`src/source/reg_main_pkg.sv`:
```
/* shared types and constants for the main register block.
   imported by every module that touches the register bus, FIFO or config outputs */

`default_nettype none

package reg_main_pkg;

   ////////////////////
   // widths
   ////////////////////

   localparam int bytecnt_w       = 7;
   localparam int capture_len_w   = 24;   // 3 bytes
   localparam int max_timestamp_w = 16;
   localparam int num_triggers_w  = 4;
   localparam int fe_select_w     = 2;

   // front-end select reset value
   localparam logic [fe_select_w-1:0] fe_usb = '0;

   ////////////////////
   // register map
   ////////////////////

   // offsets within the block, taken from address bits 5:0
   typedef enum logic [5:0] {
      reg_fe_select           = 6'd0,
      reg_arm                 = 6'd1,
      reg_trigger_enable      = 6'd2,
      reg_num_triggers        = 6'd3,
      reg_capture_len         = 6'd4,
      reg_count_writes        = 6'd5,
      reg_counter_quick_start = 6'd6,
      reg_capture_while_trig  = 6'd7,
      reg_max_timestamp       = 6'd8,
      reg_sniff_fifo_stat     = 6'd9,
      reg_sniff_fifo_rd       = 6'd10
   } reg_addr_e;

   ////////////////////
   // bus structs
   ////////////////////

   // raw register bus as it comes from the USB side
   typedef struct packed {
      logic [7:0]           address;
      logic [bytecnt_w-1:0] bytecnt;
      logic [7:0]           write_data;
      logic                 read;
      logic                 write;
      logic                 addrvalid;
   } reg_bus_t;

   // decoded access, already qualified by block select
   typedef struct packed {
      reg_addr_e            addr;
      logic [bytecnt_w-1:0] bytecnt;
      logic [7:0]           data;
      logic                 wr;         // write strobe
      logic                 rd;         // read level
      logic                 rd_first;   // first cycle of a read
   } reg_access_t;

   // sniff FIFO, first-word-fall-through
   typedef struct packed {
      logic [17:0] data;
      logic [5:0]  status;
      logic        empty;
   } fifo_in_t;

   // configuration outputs toward capture and trigger logic
   typedef struct packed {
      logic [fe_select_w-1:0]     fe_select;
      logic [capture_len_w-1:0]   capture_len;
      logic                       trigger_enable;
      logic [num_triggers_w-1:0]  num_triggers;
      logic                       count_writes;
      logic                       counter_quick_start;
      logic                       capture_while_trig;
      logic [max_timestamp_w-1:0] max_timestamp;
   } capture_cfg_t;

   ////////////////////
   // FIFO word codes
   ////////////////////

   localparam logic [1:0]  fifo_cmd_strm   = 2'b10;     // bits 17:16
   localparam logic [15:0] fifo_strm_empty = 16'h0001;  // bits 15:0

   // returned instead of data when a burst starts on an empty FIFO
   localparam logic [17:0] fifo_empty_word = {fifo_cmd_strm, fifo_strm_empty};

endpackage

`default_nettype wire
```
`src/source/reg_main_top.sv`:
```
/* main register block of the capture board.
   decodes the USB register bus, holds the config and arm registers, reads the sniff FIFO */

`default_nettype none

module reg_main_top
   import reg_main_pkg::*;
#(
   parameter logic [1:0] reg_select          = 2'd0,
   parameter bit         quick_start_default = 1'b0,
   parameter bit         registered_read     = 1'b1
) (
   input  wire            cwusb_clk,
   input  wire            fpga_reset,
   input  wire reg_bus_t  bus,
   input  wire fifo_in_t  fifo,
   input  wire            flushing,
   input  wire            capture_enable_pulse,
   output logic [7:0]     read_data,
   output logic           selected,
   output logic           fifo_read,
   output capture_cfg_t   cfg,
   output logic           arm,
   output logic           reg_arm,
   output logic           arm_pulse,
   output logic           capture_now
);

   reg_access_t access;
   logic [7:0]  cfg_byte;
   logic [7:0]  fifo_byte;
   logic        fifo_sel;

   ////////////////////
   // input side
   ////////////////////

   reg_access_decode #(
      .reg_select (reg_select)
   ) u_decode (
      .cwusb_clk  (cwusb_clk),
      .fpga_reset (fpga_reset),
      .bus        (bus),
      .access     (access),
      .selected   (selected)
   );

   ////////////////////
   // registers
   ////////////////////

   capture_ctrl_regs #(
      .quick_start_default (quick_start_default)
   ) u_ctrl_regs (
      .cwusb_clk            (cwusb_clk),
      .fpga_reset           (fpga_reset),
      .access               (access),
      .capture_enable_pulse (capture_enable_pulse),
      .flushing             (flushing),
      .fifo_status          (fifo.status),
      .cfg                  (cfg),
      .cfg_byte             (cfg_byte),
      .reg_arm              (reg_arm),
      .arm                  (arm),
      .arm_pulse            (arm_pulse),
      .capture_now          (capture_now)
   );

   ////////////////////
   // output side
   ////////////////////

   sniff_fifo_reader u_fifo_reader (
      .cwusb_clk  (cwusb_clk),
      .fpga_reset (fpga_reset),
      .access     (access),
      .fifo       (fifo),
      .fifo_read  (fifo_read),
      .fifo_byte  (fifo_byte),
      .fifo_sel   (fifo_sel)
   );

   read_data_port #(
      .registered_read (registered_read)
   ) u_read_port (
      .cwusb_clk (cwusb_clk),
      .cfg_byte  (cfg_byte),
      .fifo_byte (fifo_byte),
      .fifo_sel  (fifo_sel),
      .read_data (read_data)
   );

endmodule

`default_nettype wire

```
`src/source/read_data_port.sv`:
```
/* read data output: FIFO byte or register byte, with an optional
   output register that adds one cycle of latency */

`default_nettype none

module read_data_port #(
   parameter bit registered_read = 1'b1
) (
   input  wire        cwusb_clk,
   input  wire [7:0]  cfg_byte,
   input  wire [7:0]  fifo_byte,
   input  wire        fifo_sel,
   output logic [7:0] read_data
);

   logic [7:0] read_pre;
   logic [7:0] read_data_r;

   // FIFO register takes the FIFO byte, everything else the config byte
   assign read_pre = fifo_sel ? fifo_byte : cfg_byte;

   // eases timing toward the USB pins
   always_ff @(posedge cwusb_clk) begin
      read_data_r <= read_pre;
   end

   assign read_data = registered_read ? read_data_r : read_pre;

endmodule

`default_nettype wire

```
`src/source/sniff_fifo_reader.sv`:
```
/* register-bus reader for the sniff FIFO.
   byte 0 of each 4-byte burst pops a word, bytes 1 to 3 return it with the status */

`default_nettype none

module sniff_fifo_reader
   import reg_main_pkg::*;
(
   input  wire               cwusb_clk,
   input  wire               fpga_reset,
   input  wire reg_access_t  access,
   input  wire fifo_in_t     fifo,
   output logic              fifo_read,
   output logic [7:0]        fifo_byte,
   output logic              fifo_sel
);

   logic        fifo_empty_r;   // empty flag, one cycle old
   logic        empty_read;     // current burst started on an empty FIFO
   logic        burst_start;
   logic [17:0] word_r;         // word captured on the pop
   logic [17:0] word;

   assign fifo_sel = (access.addr == reg_sniff_fifo_rd);

   // first cycle of a read of byte 0 (mod 4)
   assign burst_start = access.rd_first && fifo_sel && (access.bytecnt[1:0] == 2'd0);

   // no pop when the FIFO was empty, the marker goes out instead
   assign fifo_read = burst_start & ~fifo_empty_r;

   ////////////////////
   // flags
   ////////////////////

   always_ff @(posedge cwusb_clk) begin
      if (fpga_reset) begin
         fifo_empty_r <= 1'b1;   // no pop right out of reset
         empty_read   <= 1'b0;
      end else begin
         fifo_empty_r <= fifo.empty;
         if (burst_start)
            empty_read <= fifo_empty_r;
      end
   end

   // FWFT, data is valid in the pop cycle
   always_ff @(posedge cwusb_clk) begin
      if (fifo_read)
         word_r <= fifo.data;
   end

   ////////////////////
   // byte select
   ////////////////////

   assign word = empty_read ? fifo_empty_word : word_r;

   always_comb begin
      fifo_byte = 8'h00;
      if (access.rd && fifo_sel) begin
         case (access.bytecnt[1:0])
            2'd1:    fifo_byte = word[7:0];
            2'd2:    fifo_byte = word[15:8];
            2'd3:    fifo_byte = {fifo.status, word[17:16]};   // live status on top
            default: fifo_byte = 8'h00;                        // pop byte
         endcase
      end
   end

endmodule

`default_nettype wire

```
`src/source/capture_ctrl_regs.sv`:
```
/* configuration registers, arm control and register readback byte.
   written one byte per bus cycle, wide registers indexed by the byte count */

`default_nettype none

module capture_ctrl_regs
   import reg_main_pkg::*;
#(
   parameter bit quick_start_default = 1'b0
) (
   input  wire               cwusb_clk,
   input  wire               fpga_reset,
   input  wire reg_access_t  access,
   input  wire               capture_enable_pulse,
   input  wire               flushing,
   input  wire [5:0]         fifo_status,
   output capture_cfg_t      cfg,
   output logic [7:0]        cfg_byte,
   output logic              reg_arm,
   output logic              arm,
   output logic              arm_pulse,
   output logic              capture_now
);

   logic arm_wr;            // write to the arm register
   logic reg_arm_r;
   logic capture_now_req;
   logic capture_now_r;

   // byte idx of a wide register, 0 past its width
   function automatic logic [7:0] pick_byte(input logic [31:0]          value,
                                            input int unsigned          nbytes,
                                            input logic [bytecnt_w-1:0] idx);
      logic [7:0] b;
      b = value[idx[1:0]*8 +: 8];
      pick_byte = (idx < nbytes) ? b : 8'h00;
   endfunction

   // the port reg_arm hides the enum literal of the same name
   assign arm_wr = access.wr && (access.addr == reg_main_pkg::reg_arm);

   ////////////////////
   // config writes
   ////////////////////

   always_ff @(posedge cwusb_clk) begin
      if (fpga_reset) begin
         cfg <= '{fe_select:           fe_usb,
                  capture_len:         '0,
                  trigger_enable:      1'b0,
                  num_triggers:        num_triggers_w'(1),
                  count_writes:        1'b0,
                  counter_quick_start: quick_start_default,
                  capture_while_trig:  1'b0,
                  max_timestamp:       '1};
      end else if (access.wr) begin
         case (access.addr)
            reg_fe_select:           cfg.fe_select <= access.data[fe_select_w-1:0];
            reg_trigger_enable:      cfg.trigger_enable <= access.data[0];
            reg_num_triggers:        cfg.num_triggers <= access.data[num_triggers_w-1:0];
            reg_count_writes:        cfg.count_writes <= access.data[0];
            reg_counter_quick_start: cfg.counter_quick_start <= access.data[0];
            reg_capture_while_trig:  cfg.capture_while_trig <= access.data[0];
            reg_capture_len: begin
               if (access.bytecnt < capture_len_w / 8)
                  cfg.capture_len[access.bytecnt[1:0]*8 +: 8] <= access.data;
            end
            reg_max_timestamp: begin
               if (access.bytecnt < max_timestamp_w / 8)
                  cfg.max_timestamp[access.bytecnt[0]*8 +: 8] <= access.data;
            end
            default: ;   // unmapped, write dropped
         endcase
      end
   end

   ////////////////////
   // arm control
   ////////////////////

   always_ff @(posedge cwusb_clk) begin
      if (fpga_reset) begin
         reg_arm         <= 1'b0;
         reg_arm_r       <= 1'b0;
         capture_now_req <= 1'b0;
         capture_now_r   <= 1'b0;
      end else begin
         reg_arm_r       <= reg_arm;
         capture_now_req <= arm_wr & access.data[1];
         capture_now_r   <= capture_now_req;
         if (arm_wr) begin
            if (access.data[0])
               reg_arm <= 1'b1;   // a write in the same cycle beats the clear
         end else if (capture_enable_pulse) begin
            reg_arm <= 1'b0;
         end
      end
   end

   assign arm_pulse   = reg_arm & ~reg_arm_r;
   assign capture_now = capture_now_req & ~capture_now_r;   // one cycle per burst of writes
   assign arm         = reg_arm_r & ~flushing;

   ////////////////////
   // readback
   ////////////////////

   always_comb begin
      cfg_byte = 8'h00;
      if (access.rd) begin
         case (access.addr)
            reg_fe_select:           cfg_byte = 8'(cfg.fe_select);
            reg_main_pkg::reg_arm:   cfg_byte = {7'b0, reg_arm};
            reg_trigger_enable:      cfg_byte = {7'b0, cfg.trigger_enable};
            reg_num_triggers:        cfg_byte = 8'(cfg.num_triggers);
            reg_count_writes:        cfg_byte = {7'b0, cfg.count_writes};
            reg_counter_quick_start: cfg_byte = {7'b0, cfg.counter_quick_start};
            reg_capture_while_trig:  cfg_byte = {7'b0, cfg.capture_while_trig};
            reg_capture_len:
               cfg_byte = pick_byte(32'(cfg.capture_len), capture_len_w / 8, access.bytecnt);
            reg_max_timestamp:
               cfg_byte = pick_byte(32'(cfg.max_timestamp), max_timestamp_w / 8,
                                    access.bytecnt);
            reg_sniff_fifo_stat:     cfg_byte = {2'b00, fifo_status};
            default:                 cfg_byte = 8'h00;
         endcase
      end
   end

endmodule

`default_nettype wire

```
`src/source/reg_access_decode.sv`:
```
/* block select and read/write strobe decode for the register bus.
   every other module sees the bus only through the decoded access struct */

`default_nettype none

module reg_access_decode
   import reg_main_pkg::*;
#(
   parameter logic [1:0] reg_select = 2'd0
) (
   input  wire             cwusb_clk,
   input  wire             fpga_reset,
   input  wire reg_bus_t   bus,
   output reg_access_t     access,
   output logic            selected
);

   logic read_r;   // read level from the previous cycle

   always_ff @(posedge cwusb_clk) begin
      if (fpga_reset) begin
         read_r <= 1'b0;
      end else begin
         read_r <= bus.read;
      end
   end

   // top two address bits pick the block
   assign selected = bus.addrvalid && (bus.address[7:6] == reg_select);

   always_comb begin
      access.addr     = reg_addr_e'(bus.address[5:0]);
      access.bytecnt  = bus.bytecnt;
      access.data     = bus.write_data;
      access.wr       = bus.write & selected;
      access.rd       = bus.read & selected;
      access.rd_first = bus.read & selected & ~read_r;   // rising edge of read
   end

endmodule

`default_nettype wire

```
`config.mk`:
```
export PLATFORM = sky130hd
export DESIGN_NAME = reg_main_top
export DESIGN_NICKNAME = d
export VERILOG_FILES = /design/src/source/reg_main_pkg.sv /design/src/source/reg_main_top.sv /design/src/source/read_data_port.sv /design/src/source/sniff_fifo_reader.sv /design/src/source/capture_ctrl_regs.sv /design/src/source/reg_access_decode.sv
export SDC_FILE = /design/constraint.sdc
export NUM_CORES = 1
export LEC_CHECK = 0
export ABC_AREA = 0
export ABC_CLOCK_PERIOD_IN_PS = 2550
export BUFFER_PORTS_ARGS = -buffer_cell sky130_fd_sc_hd__buf_2
export CAP_MARGIN = 10
export CORE_ASPECT_RATIO = 2
export CORE_UTILIZATION = 47
export DETAILED_ROUTE_END_ITERATION = 16
export PLACE_DENSITY = 0.77
export SLEW_MARGIN = 0
export SYNTH_ARGS = -nofsm -noshare
export SYNTH_HDL_FRONTEND = slang
export SYNTH_SLANG_ARGS = --single-unit
```
`constraint.sdc`:
```
create_clock -name cwusb_clk -period 2.55 [get_ports cwusb_clk]
set_input_delay 0.3825 -clock cwusb_clk [delete_from_list [all_inputs] [get_ports cwusb_clk]]
set_output_delay 0.3825 -clock cwusb_clk [all_outputs]
set_load 0.01 [all_outputs]
```
==> flow_metrics.py, run 1 <==
metrics = {
    "floorplan": {
        "start_util_pct": 48.8,
        "num_rows": 47,
        "chipWidth_um": 67.6,
        "io_pins": 119,
        "die_h_um": 133,
        "floorplan.core_area_mm2": 0.00829,
        "dieArea_mm2": 0.00900,
    },
    "critical_path": {
        "end_kind": "output pin",
        "maximum_fanout_along_the_worst_path": 6,
        "reg2reg_to": "u_fifo_reader.word_r[9]$_DFFE_PP_",
        "critical_path.slowest_cell": "sky130_fd_sc_hd__or4b_4",
        "setup.worst_path.start": "bus[23]",
        "cells_traversed_along_the_worst_timing_path": "buf_2 -> or4b_4 -> or4_4 -> nor2_2 -> buf_2",
        "critical_path.reg2reg.startpoint": "u_decode.read_r$_SDFF_PP0_",
        "cp_buf_inv_count": 2,
        "cp_data_arrival_time_ns": 1.95,
        "worst_r2r_path_depth": 4,
        "slowest_delay_ns": 0.57,
        "start_kind": "input pin",
        "cp_data_required_time_ns": 2.17,
        "r2r_setup_slack_ns": 0.99,
        "timing_worst_setup_path_type": "in -> out",
        "critical_path.most_common_cell": "sky130_fd_sc_hd__buf_2",
        "cell_family_with_most_cp_delay": "simple AND/OR/NAND/NOR gates",
    },
    "layout": {
        "final_common_cell": "sky130_fd_sc_hd__buf_2",
        "nNetsFinal": 606,
        "seq_area_mm2": 0.00184,
        "area_growth_syn_to_layout_pct": 23.6,
        "area_of_the_multi_input_gates_mm2": 0.00202,
        "most-common-layout-cells": "sky130_fd_sc_hd__buf_2 (118), sky130_fd_sc_hd__dfxtp_1 (65), sky130_fd_sc_hd__nand2_1 (39), sky130_fd_sc_hd__mux2i_1 (32), sky130_fd_sc_hd__o21ai_1 (32)",
        "finish.utilization_pct": 60.3,
        "num-fill-cells": 714,
        "drive_gt1_share_pct": 28.6,
        "antenna_diode_count": 0,
        "finalInstanceArea_mm2": 0.00500,
    },
    "sta": {
        "worst-slew-pin-transition_ns": 0.853,
        "finalWorstSetupSlack_ns": 0.218,
        "layout_worst_path_cycle_share_pct": 91.5,
        "clock.fmax_mhz": 429,
        "final_max_slew_viol_count": 0,
        "finalHoldViolCount": 0,
        "timing.final.crit_period_ns": 2.33,
        "report.final.setup_viol": 0,
        "rsz0062_at_grt": "no",
        "fin_setup_tns_ns": 0,
        "max_slew_margin_pct": 43.1,
        "max_clock_skew_ns": 0.00619,
    },
    "drt": {
        "finalWirelength_um": 11800,
        "drt_first_iter_violations": 250,
        "num_vias": 3779,
        "detail_route.vias_per_cell": 5.84,
        "remaining_drc_errors": 0,
        "detailedRoute.firstPassIterationCount": 5,
        "avgRoutedWirePerCell_um": 18.2,
        "detail-route-antenna-nets": 0,
    },
    "logic_synthesis": {
        "postSynthCellCount": 436,
        "synthesis.area_per_instance_um2": 9.27,
        "synth-compound-area-share_pct": 17.4,
        "synthesis.area_mm2": 0.00404,
        "post_synth_xor_area_fraction_pct": 0,
        "yosysSeqAreaShare_pct": 45.6,
        "synth.lib_cells_used.distinct": 48,
        "dominant_combinational_cell_family_by_area_after_synthesis": "simple AND/OR/NAND/NOR gates",
        "synth_async_sr_flop_share_pct": 0,
        "postSynthRegisterBits": 83,
        "yosys_warnings": 0,
        "synthSimpleGateAreaFrac_pct": 21.0,
        "synth_fp_nets": 498,
        "dominantRegCellSynth": "sky130_fd_sc_hd__dfxtp_1",
        "synth_edf_count": 18,
        "synthAdderAreaFrac_pct": 2.17,
        "mux_cell_area_share_after_synthesis_pct": 9.32,
    },
    "placed_design": {
        "preCtsSetupSlack_ns": 0.173,
        "post-dp-hpwl_um": 8880,
        "place_area_mm2": 0.00472,
        "port-buffer-count": 118,
        "placer_congestion_estimate": 0.910,
    },
    "global_route": {
        "grt_pass1_vias": 3582,
        "grt_remaining_overflow": 0,
        "grt_start_max_net_pins": 49,
        "grt_pass1_wl_um": 18000,
        "grtUsageTotal_pct": 27.4,
        "number_of_antenna_violations_at_the_first_check_in_global_routing": 0,
    },
    "job": {
        "timing.max_cap.violations": 0,
    },
    "power_and_ir_drop": {
        "power.density_cell_area_mw_per_mm2": 558,
        "power.share.sequential_pct": 48.2,
        "comb_power_share_pct": 7.3,
        "power.static_leakage_uw": 0.00208,
        "cell_internal_pwr_uw": 2180,
        "net_switching_component_of_the_power_uw": 615,
        "power.share.switching_pct": 22.0,
        "clockPowerShare_pct": 44.5,
        "peakVddDrop_mv": 0.407,
    },
    "hold_path": {
        "min_to": "u_fifo_reader.word_r[11]$_DFFE_PP_",
        "hold_path_class": "in -> reg",
        "hold_path_startpoint": "fifo[18]",
        "min_path_cells": 1,
    },
    "clock_network": {
        "cts_made_buffers": 9,
        "worst_skew_pair.late_latency_ns": 0.34,
        "clkSlewWorstSetupHoldPaths_ns": 0.06,
        "clock-root-buffer": "sky130_fd_sc_hd__clkbuf_16",
        "cts_max_path_buffers": 2,
        "cts_hold_buffers": 0,
        "cts_post_setup_buffers_inserted": 0,
        "cts_tree": "done",
        "cts_repair_resize_count": 0,
        "cts_max_level": 3,
        "clkSinkCount": 83,
    },
    "outcome": {
        "outcome": "finished, final reports clean",
    },
}
==> logic make-up (layout without fill, tap and decap cells) <==
family          after synthesis  after routing
compound gates              111            111
mux                          36             36
fa+ha+maj                     7              7
flops                        83             83
simple gates                154            154
buf+inv                      45            158
==> state kept, by name (all words and copies together) (netlist names) <==
signal                       cells
u_ctrl_regs.capture_now_r        1
u_ctrl_regs.capture_now_req      1
u_ctrl_regs.reg_arm              1
u_ctrl_regs.cfg                 50
u_fifo_reader.empty_read         1
u_fifo_reader.word_r            18
u_read_port.read_data            8
u_fifo_reader.fifo_empty_r       1
u_ctrl_regs.reg_arm_r            1
u_decode.read_r                  1
==> worst max path at each step <==
stage	end	slack [ns]	cells past startpoint
after detailed placement	u_fifo_reader.word_r[5]$_DFFE_PP_	0.17	5
after global routing	fifo_read	0.19	5
after global placement	u_fifo_reader.word_r[14]$_DFFE_PP_	0.21	5
final	fifo_read	0.22	5
after floorplan	fifo_read	0.04	6
after CTS	fifo_read	0.22	5
==> stage by stage <==
stage	total power, uW	instances	hold WS [ns]
2_1_floorplan	1470	436	0.430
3_3_place_gp	1570	631	0.444
3_5_place_dp	1570	631	0.471
4_1_cts	2790	647	0.213
5_1_grt	2870	647	0.210
6_report	2790	647	0.215
==> routing by layer <==
layer / wire length [um] / GRT usage [%] / vias to the layer above
met2: 6260 / 47.7 / 162
met5: 0 / 0 / -
met3: 577 / 4.45 / 44
met4: 778 / 19.4 / 0
li1: - / - / 1807
met1: 4150 / 28.0 / 1766
==> area by class of cell <==
type                            instances  share of cell area (%)
Clock inverter                          3                   0.776
Sequential cell                        83                    36.9
Tap cell                               98                    2.45
Clock buffer                           13                    4.81
Timing Repair Buffer                  132                    13.9
Inverter                               10                   0.751
Multi-Input combinational cell        308                    40.4
==> power by group through the flow <==
| stage | clock network (uW) | registers (uW) | logic (uW) |
|---|---|---|---|
| 6_report | 1240 | 1340 | 204 |
| 5_1_grt | 1310 | 1340 | 220 |
| 4_1_cts | 1250 | 1340 | 201 |
| 3_5_place_dp | 0 | 1370 | 200 |
| 3_3_place_gp | 0 | 1370 | 195 |
| 2_1_floorplan | 0 | 1370 | 102 |
==> synth_stat cells (5+ instances only) <==
| cell type | number | share of area [%] |
|---|---|---|
| sky130_fd_sc_hd__a22oi_1 | 12 | 2.2 |
| sky130_fd_sc_hd__buf_2 | 8 | 0.99 |
| sky130_fd_sc_hd__nor2_1 | 32 | 3.0 |
| sky130_fd_sc_hd__inv_1 | 10 | 0.93 |
| sky130_fd_sc_hd__dfxtp_1 | 65 | 32 |
| sky130_fd_sc_hd__o2bb2ai_1 | 8 | 1.7 |
| sky130_fd_sc_hd__o21ai_1 | 32 | 4.0 |
| sky130_fd_sc_hd__edfxtp_1 | 18 | 13 |
| sky130_fd_sc_hd__clkbuf_1 | 23 | 2.1 |
| sky130_fd_sc_hd__o21ai_0 | 12 | 1.5 |
| sky130_fd_sc_hd__a41oi_1 | 9 | 1.9 |
| sky130_fd_sc_hd__a21oi_1 | 24 | 3.0 |
| sky130_fd_sc_hd__nand3_1 | 8 | 0.99 |
| sky130_fd_sc_hd__o221ai_1 | 5 | 1.1 |
| sky130_fd_sc_hd__nand2_1 | 39 | 3.6 |
| sky130_fd_sc_hd__ha_1 | 7 | 2.2 |
| sky130_fd_sc_hd__mux2i_1 | 32 | 7.9 |
| sky130_fd_sc_hd__or3_1 | 24 | 3.7 |
| sky130_fd_sc_hd__nor2b_1 | 11 | 1.7 |
(Power assumes the default switching activity.)
==> inputs of run 2 (changes only) <==
--- a/config.mk
+++ b/config.mk
@@ -9,7 +9,7 @@
 export ABC_CLOCK_PERIOD_IN_PS = 2550
 export BUFFER_PORTS_ARGS = -buffer_cell sky130_fd_sc_hd__buf_2
 export CAP_MARGIN = 10
-export CORE_ASPECT_RATIO = 2
+export CORE_ASPECT_RATIO = 0.75
 export CORE_UTILIZATION = 47
 export DETAILED_ROUTE_END_ITERATION = 16
 export PLACE_DENSITY = 0.77
==> flow_metrics.py, run 2 (same netlist as run 1, synthesis figures left out) <==
metrics = {
    "outcome": {
        "outcome": "finished, final reports clean",
    },
    "critical_path": {
        "critical_path.slowest_cell": "sky130_fd_sc_hd__or4b_4",
        "maximum_fanout_along_the_worst_path": 6,
        "end_kind": "output pin",
        "r2r_setup_slack_ns": 0.96,
        "start_kind": "input pin",
        "cp_data_required_time_ns": 2.17,
        "critical_path.most_common_cell": "sky130_fd_sc_hd__buf_2",
        "cell_family_with_most_cp_delay": "simple AND/OR/NAND/NOR gates",
        "timing_worst_setup_path_type": "in -> out",
        "cp_buf_inv_count": 2,
        "cells_traversed_along_the_worst_timing_path": "buf_2 -> or4b_4 -> or4_4 -> nor2_2 -> buf_2",
        "slowest_delay_ns": 0.58,
        "cp_data_arrival_time_ns": 2.04,
    },
    "layout": {
        "final_common_cell": "sky130_fd_sc_hd__buf_2",
        "nNetsFinal": 610,
        "antenna_diode_count": 0,
        "finalInstanceArea_mm2": 0.00508,
        "number_of_flip_flops_in_the_largest_register": 50,
        "drive_gt1_share_pct": 30.0,
        "area_growth_syn_to_layout_pct": 25.7,
        "most-common-layout-cells": "sky130_fd_sc_hd__buf_2 (118), sky130_fd_sc_hd__dfxtp_1 (65), sky130_fd_sc_hd__nand2_1 (39), sky130_fd_sc_hd__mux2i_1 (32), sky130_fd_sc_hd__o21ai_1 (32)",
        "regMostFlops": "u_ctrl_regs.cfg",
    },
    "global_route": {
        "grt_remaining_overflow": 0,
        "grtUsageTotal_pct": 27.4,
        "grt_pass1_vias": 3572,
        "number_of_antenna_violations_at_the_first_check_in_global_routing": 0,
        "grt_start_max_net_pins": 49,
        "grt_pass1_wl_um": 18200,
    },
    "floorplan": {
        "die_h_um": 82.3,
        "chipWidth_um": 109,
        "dieArea_mm2": 0.00898,
        "io_pins": 119,
        "floorplan.core_area_mm2": 0.00809,
        "start_util_pct": 50.0,
        "num_rows": 28,
    },
    "clock_network": {
        "worst_skew_pair.late_latency_ns": 0.34,
        "cts_post_setup_buffers_inserted": 0,
        "cts_made_buffers": 9,
        "cts_max_level": 3,
        "clkSinkCount": 83,
        "cts_repair_resize_count": 0,
        "clock-root-buffer": "sky130_fd_sc_hd__clkbuf_16",
        "cts_tree": "done",
        "cts_max_path_buffers": 2,
        "cts_hold_buffers": 0,
        "clkSlewWorstSetupHoldPaths_ns": 0.06,
    },
    "placed_design": {
        "post-dp-hpwl_um": 8560,
        "placer_congestion_estimate": 0.939,
        "place_area_mm2": 0.00476,
        "port-buffer-count": 118,
    },
    "sta": {
        "timing.final.crit_period_ns": 2.42,
        "worst-slew-pin-transition_ns": 0.585,
        "finalHoldViolCount": 0,
        "max_clock_skew_ns": 0.00461,
        "clock.fmax_mhz": 414,
        "rsz0062_at_grt": "no",
        "fin_setup_tns_ns": 0,
        "final_max_slew_viol_count": 0,
        "layout_worst_path_cycle_share_pct": 94.8,
        "report.final.setup_viol": 0,
        "max_slew_margin_pct": 60.9,
    },
    "power_and_ir_drop": {
        "power.density_cell_area_mw_per_mm2": 584,
        "peakVddDrop_mv": 0.317,
        "power.static_leakage_uw": 0.00213,
    },
    "hold_path": {
        "hold_path_class": "in -> reg",
    },
    "drt": {
        "detailedRoute.firstPassIterationCount": 5,
        "route.met2.wl_um": 5040,
        "finalWirelength_um": 11800,
        "num_vias": 3819,
        "avgRoutedWirePerCell_um": 17.9,
        "maxUsedRoutingLayer": "met4",
        "detail_route.vias_per_cell": 5.80,
        "met3RoutedLength_um": 1070,
        "detail-route-antenna-nets": 0,
        "met1_length_um": 5470,
        "drt_first_iter_violations": 295,
        "remaining_drc_errors": 0,
    },
    "job": {
        "timing.max_cap.violations": 0,
    },
}
run 2: cell count changes in the layout (fill, tap and decap cells not counted), sizes merged:
cell / change
buf: +4
inv: +3
clkbuf: -4
bufinv: +1
run 2: worst paths after layout:
path,start,cells after the start,endpoint
setup / recovery,bus[23],5,fifo_read
hold / removal,fifo[21],1,u_fifo_reader.word_r[14]$_DFFE_PP_
setup reg to reg,u_decode.read_r$_SDFF_PP0_,4,u_fifo_reader.word_r[17]$_DFFE_PP_
hold reg to reg,u_ctrl_regs.capture_now_req$_SDFF_PP0_,1,u_ctrl_regs.capture_now_r$_SDFF_PP0_
run 2: layout make-up:
| cell class | instances | area (um2) |
|---|---|---|
| fill | 667 | 3010 |
| clock inverter | 7 | 98.8 |
| clock buffer | 9 | 225 |
| tap | 105 | 131 |
| sequential | 83 | 1840 |
| inverter | 10 | 37.5 |
| timing repair buffer | 136 | 726 |
| multi-input combinational | 308 | 2020 |
run 2: power breakdown:
part,switching (uW),internal (uW),total (uW)
combinational,126,79.1,205
clock,552,868,1420
sequential,1.02,1340,1340
total,679,2290,2970
run 2: stage by stage:
stage / cells / hold slack, ns / total power [uW] / util (%) / setup WS (ns)
final: 658 / 0.213 / 2970 / 62.8 / 0.132
after detailed placement: 642 / 0.463 / 1570 / 58.8 / 0.125
after global routing: 658 / 0.201 / 3060 / 62.8 / 0.0501
after CTS: 658 / 0.206 / 2980 / 62.8 / 0.125
after floorplan: 436 / 0.430 / 1470 / - / 0.0431
after global placement: 642 / 0.449 / 1570 / 58.8 / 0.147
run 2: routing by layer:
layer,vias to the layer above,GRT usage (%)
li1,1814,-
met1,1801,38.9
met2,191,40.7
met3,13,6.83
met4,0,8.92
met5,-,0
==> inputs of run 3 (changes only) <==
--- a/config.mk
+++ b/config.mk
@@ -9,7 +9,6 @@
 export ABC_CLOCK_PERIOD_IN_PS = 2550
 export BUFFER_PORTS_ARGS = -buffer_cell sky130_fd_sc_hd__buf_2
 export CAP_MARGIN = 10
-export CORE_ASPECT_RATIO = 0.75
 export CORE_UTILIZATION = 47
 export DETAILED_ROUTE_END_ITERATION = 16
 export PLACE_DENSITY = 0.77
==> flow_metrics.py, run 3 (same netlist as run 1, synthesis figures left out) <==
metrics = {
    "floorplan": {
        "num_rows": 33,
        "floorplan.core_area_mm2": 0.00826,
        "io_pins": 119,
        "chipWidth_um": 94.7,
        "start_util_pct": 49.0,
        "die_h_um": 94.7,
        "dieArea_mm2": 0.00898,
    },
    "power_and_ir_drop": {
        "peakVddDrop_mv": 0.355,
        "totalPowerFinal_uw": 2610,
        "power.static_leakage_uw": 0.00207,
        "power.density_cell_area_mw_per_mm2": 523,
    },
    "sta": {
        "clock.fmax_mhz": 421,
        "max_slew_margin_pct": 57.6,
        "layout_worst_path_cycle_share_pct": 93.2,
        "timing.final.crit_period_ns": 2.38,
        "worst-slew-pin-transition_ns": 0.636,
        "rsz0062_at_grt": "no",
        "fin_setup_tns_ns": 0,
        "report.final.setup_viol": 0,
        "final_max_slew_viol_count": 0,
        "max_clock_skew_ns": 0.00473,
        "finalHoldViolCount": 0,
        "finalWorstSetupSlack_ns": 0.173,
    },
    "critical_path": {
        "slowest_delay_ns": 0.58,
        "cp_data_required_time_ns": 2.17,
        "start_kind": "input pin",
        "maximum_fanout_along_the_worst_path": 6,
        "critical_path.most_common_cell": "sky130_fd_sc_hd__buf_2",
        "cells_traversed_along_the_worst_timing_path": "buf_2 -> or4b_4 -> or4_4 -> nor2_2 -> buf_2",
        "timing_worst_setup_path_type": "in -> out",
        "critical_path.slowest_cell": "sky130_fd_sc_hd__or4_4",
        "cp_buf_inv_count": 2,
        "end_kind": "output pin",
        "cp_data_arrival_time_ns": 1.99,
        "cell_family_with_most_cp_delay": "simple AND/OR/NAND/NOR gates",
    },
    "clock_network": {
        "clkSinkCount": 83,
        "cts_made_buffers": 9,
        "clkSlewWorstSetupHoldPaths_ns": 0.09,
        "cts_tree": "done",
        "cts_hold_buffers": 0,
        "cts_max_path_buffers": 2,
        "clock-root-buffer": "sky130_fd_sc_hd__clkbuf_8",
        "worst_skew_pair.late_latency_ns": 0.35,
        "cts_repair_resize_count": 0,
        "cts_post_setup_buffers_inserted": 0,
        "cts_max_level": 3,
    },
    "global_route": {
        "grtUsageTotal_pct": 25.8,
        "grt_pass1_vias": 3508,
        "grt_start_max_net_pins": 49,
        "grt_pass1_wl_um": 17600,
        "number_of_antenna_violations_at_the_first_check_in_global_routing": 0,
        "grt_remaining_overflow": 0,
    },
    "layout": {
        "finish.cell_count_without_fillers": 659,
        "nNetsFinal": 611,
        "antenna_diode_count": 0,
        "drive_gt1_share_pct": 30.1,
        "area_growth_syn_to_layout_pct": 23.4,
        "num-fill-cells": 724,
        "finish.utilization_pct": 60.4,
        "regMostFlops": "u_ctrl_regs.cfg",
        "seq_area_mm2": 0.00184,
        "area_of_the_multi_input_gates_mm2": 0.00202,
        "final_common_cell": "sky130_fd_sc_hd__buf_2",
        "most-common-layout-cells": "sky130_fd_sc_hd__buf_2 (118), sky130_fd_sc_hd__dfxtp_1 (65), sky130_fd_sc_hd__nand2_1 (39), sky130_fd_sc_hd__mux2i_1 (32), sky130_fd_sc_hd__o21ai_1 (32)",
        "number_of_flip_flops_in_the_largest_register": 50,
    },
    "drt": {
        "drt_first_iter_violations": 226,
        "detail-route-antenna-nets": 0,
        "finalWirelength_um": 11100,
        "num_vias": 3770,
        "detail_route.vias_per_cell": 5.72,
        "detailedRoute.firstPassIterationCount": 5,
        "avgRoutedWirePerCell_um": 16.9,
        "remaining_drc_errors": 0,
    },
    "placed_design": {
        "preCtsSetupSlack_ns": 0.168,
        "numPlacedInstances": 643,
        "post-dp-hpwl_um": 8270,
        "placer_congestion_estimate": 0.867,
        "port-buffer-count": 118,
    },
    "job": {
        "timing.max_cap.violations": 0,
    },
    "hold_path": {
        "hold_path_class": "in -> reg",
    },
    "outcome": {
        "outcome": "finished, final reports clean",
    },
}
## run 3: metal layers
layer | vias up | track usage [%] | wire length (um)
met3 | 17 | 8.05 | 970
met4 | 0 | 6.44 | 121
met5 | - | 0 | 0
li1 | 1824 | - | -
met2 | 166 | 41.5 | 5270
met1 | 1763 | 33.5 | 4770
## run 3: layout make-up
class / instances / area share [%]
clock buffer: 9 / 2.48
multi-input combinational: 308 / 40.5
timing repair buffer: 137 / 14.7
inverter: 10 / 0.752
sequential: 83 / 36.9
clock inverter: 7 / 2.01
tap: 105 / 2.63
## run 3: where the power goes
part	switching [uW]	internal, uW
registers	0.912	1340
clock network	504	558
logic	124	79.9
## run 3: metrics by stage
step | hold slack, ns | area (um2)
2_1_floorplan | 0.430 | 4050
3_3_place_gp | 0.443 | 4760
6_report | 0.199 | 4990
4_1_cts | 0.186 | 4990
5_1_grt | 0.172 | 4990
3_5_place_dp | 0.454 | 4760
## run 3: path summary, 6_finish.rpt
check / endpoint / slack, ns / start / cells after the start
worst max-delay path: fifo_read / 0.17 / bus[23] / 5
worst min-delay path: u_fifo_reader.word_r[8]$_DFFE_PP_ / 0.20 / fifo[15] / 1
worst max register to register: u_fifo_reader.word_r[12]$_DFFE_PP_ / 0.99 / u_decode.read_r$_SDFF_PP0_ / 4
worst min register to register: u_ctrl_regs.capture_now_r$_SDFF_PP0_ / 0.46 / u_ctrl_regs.capture_now_req$_SDFF_PP0_ / 1
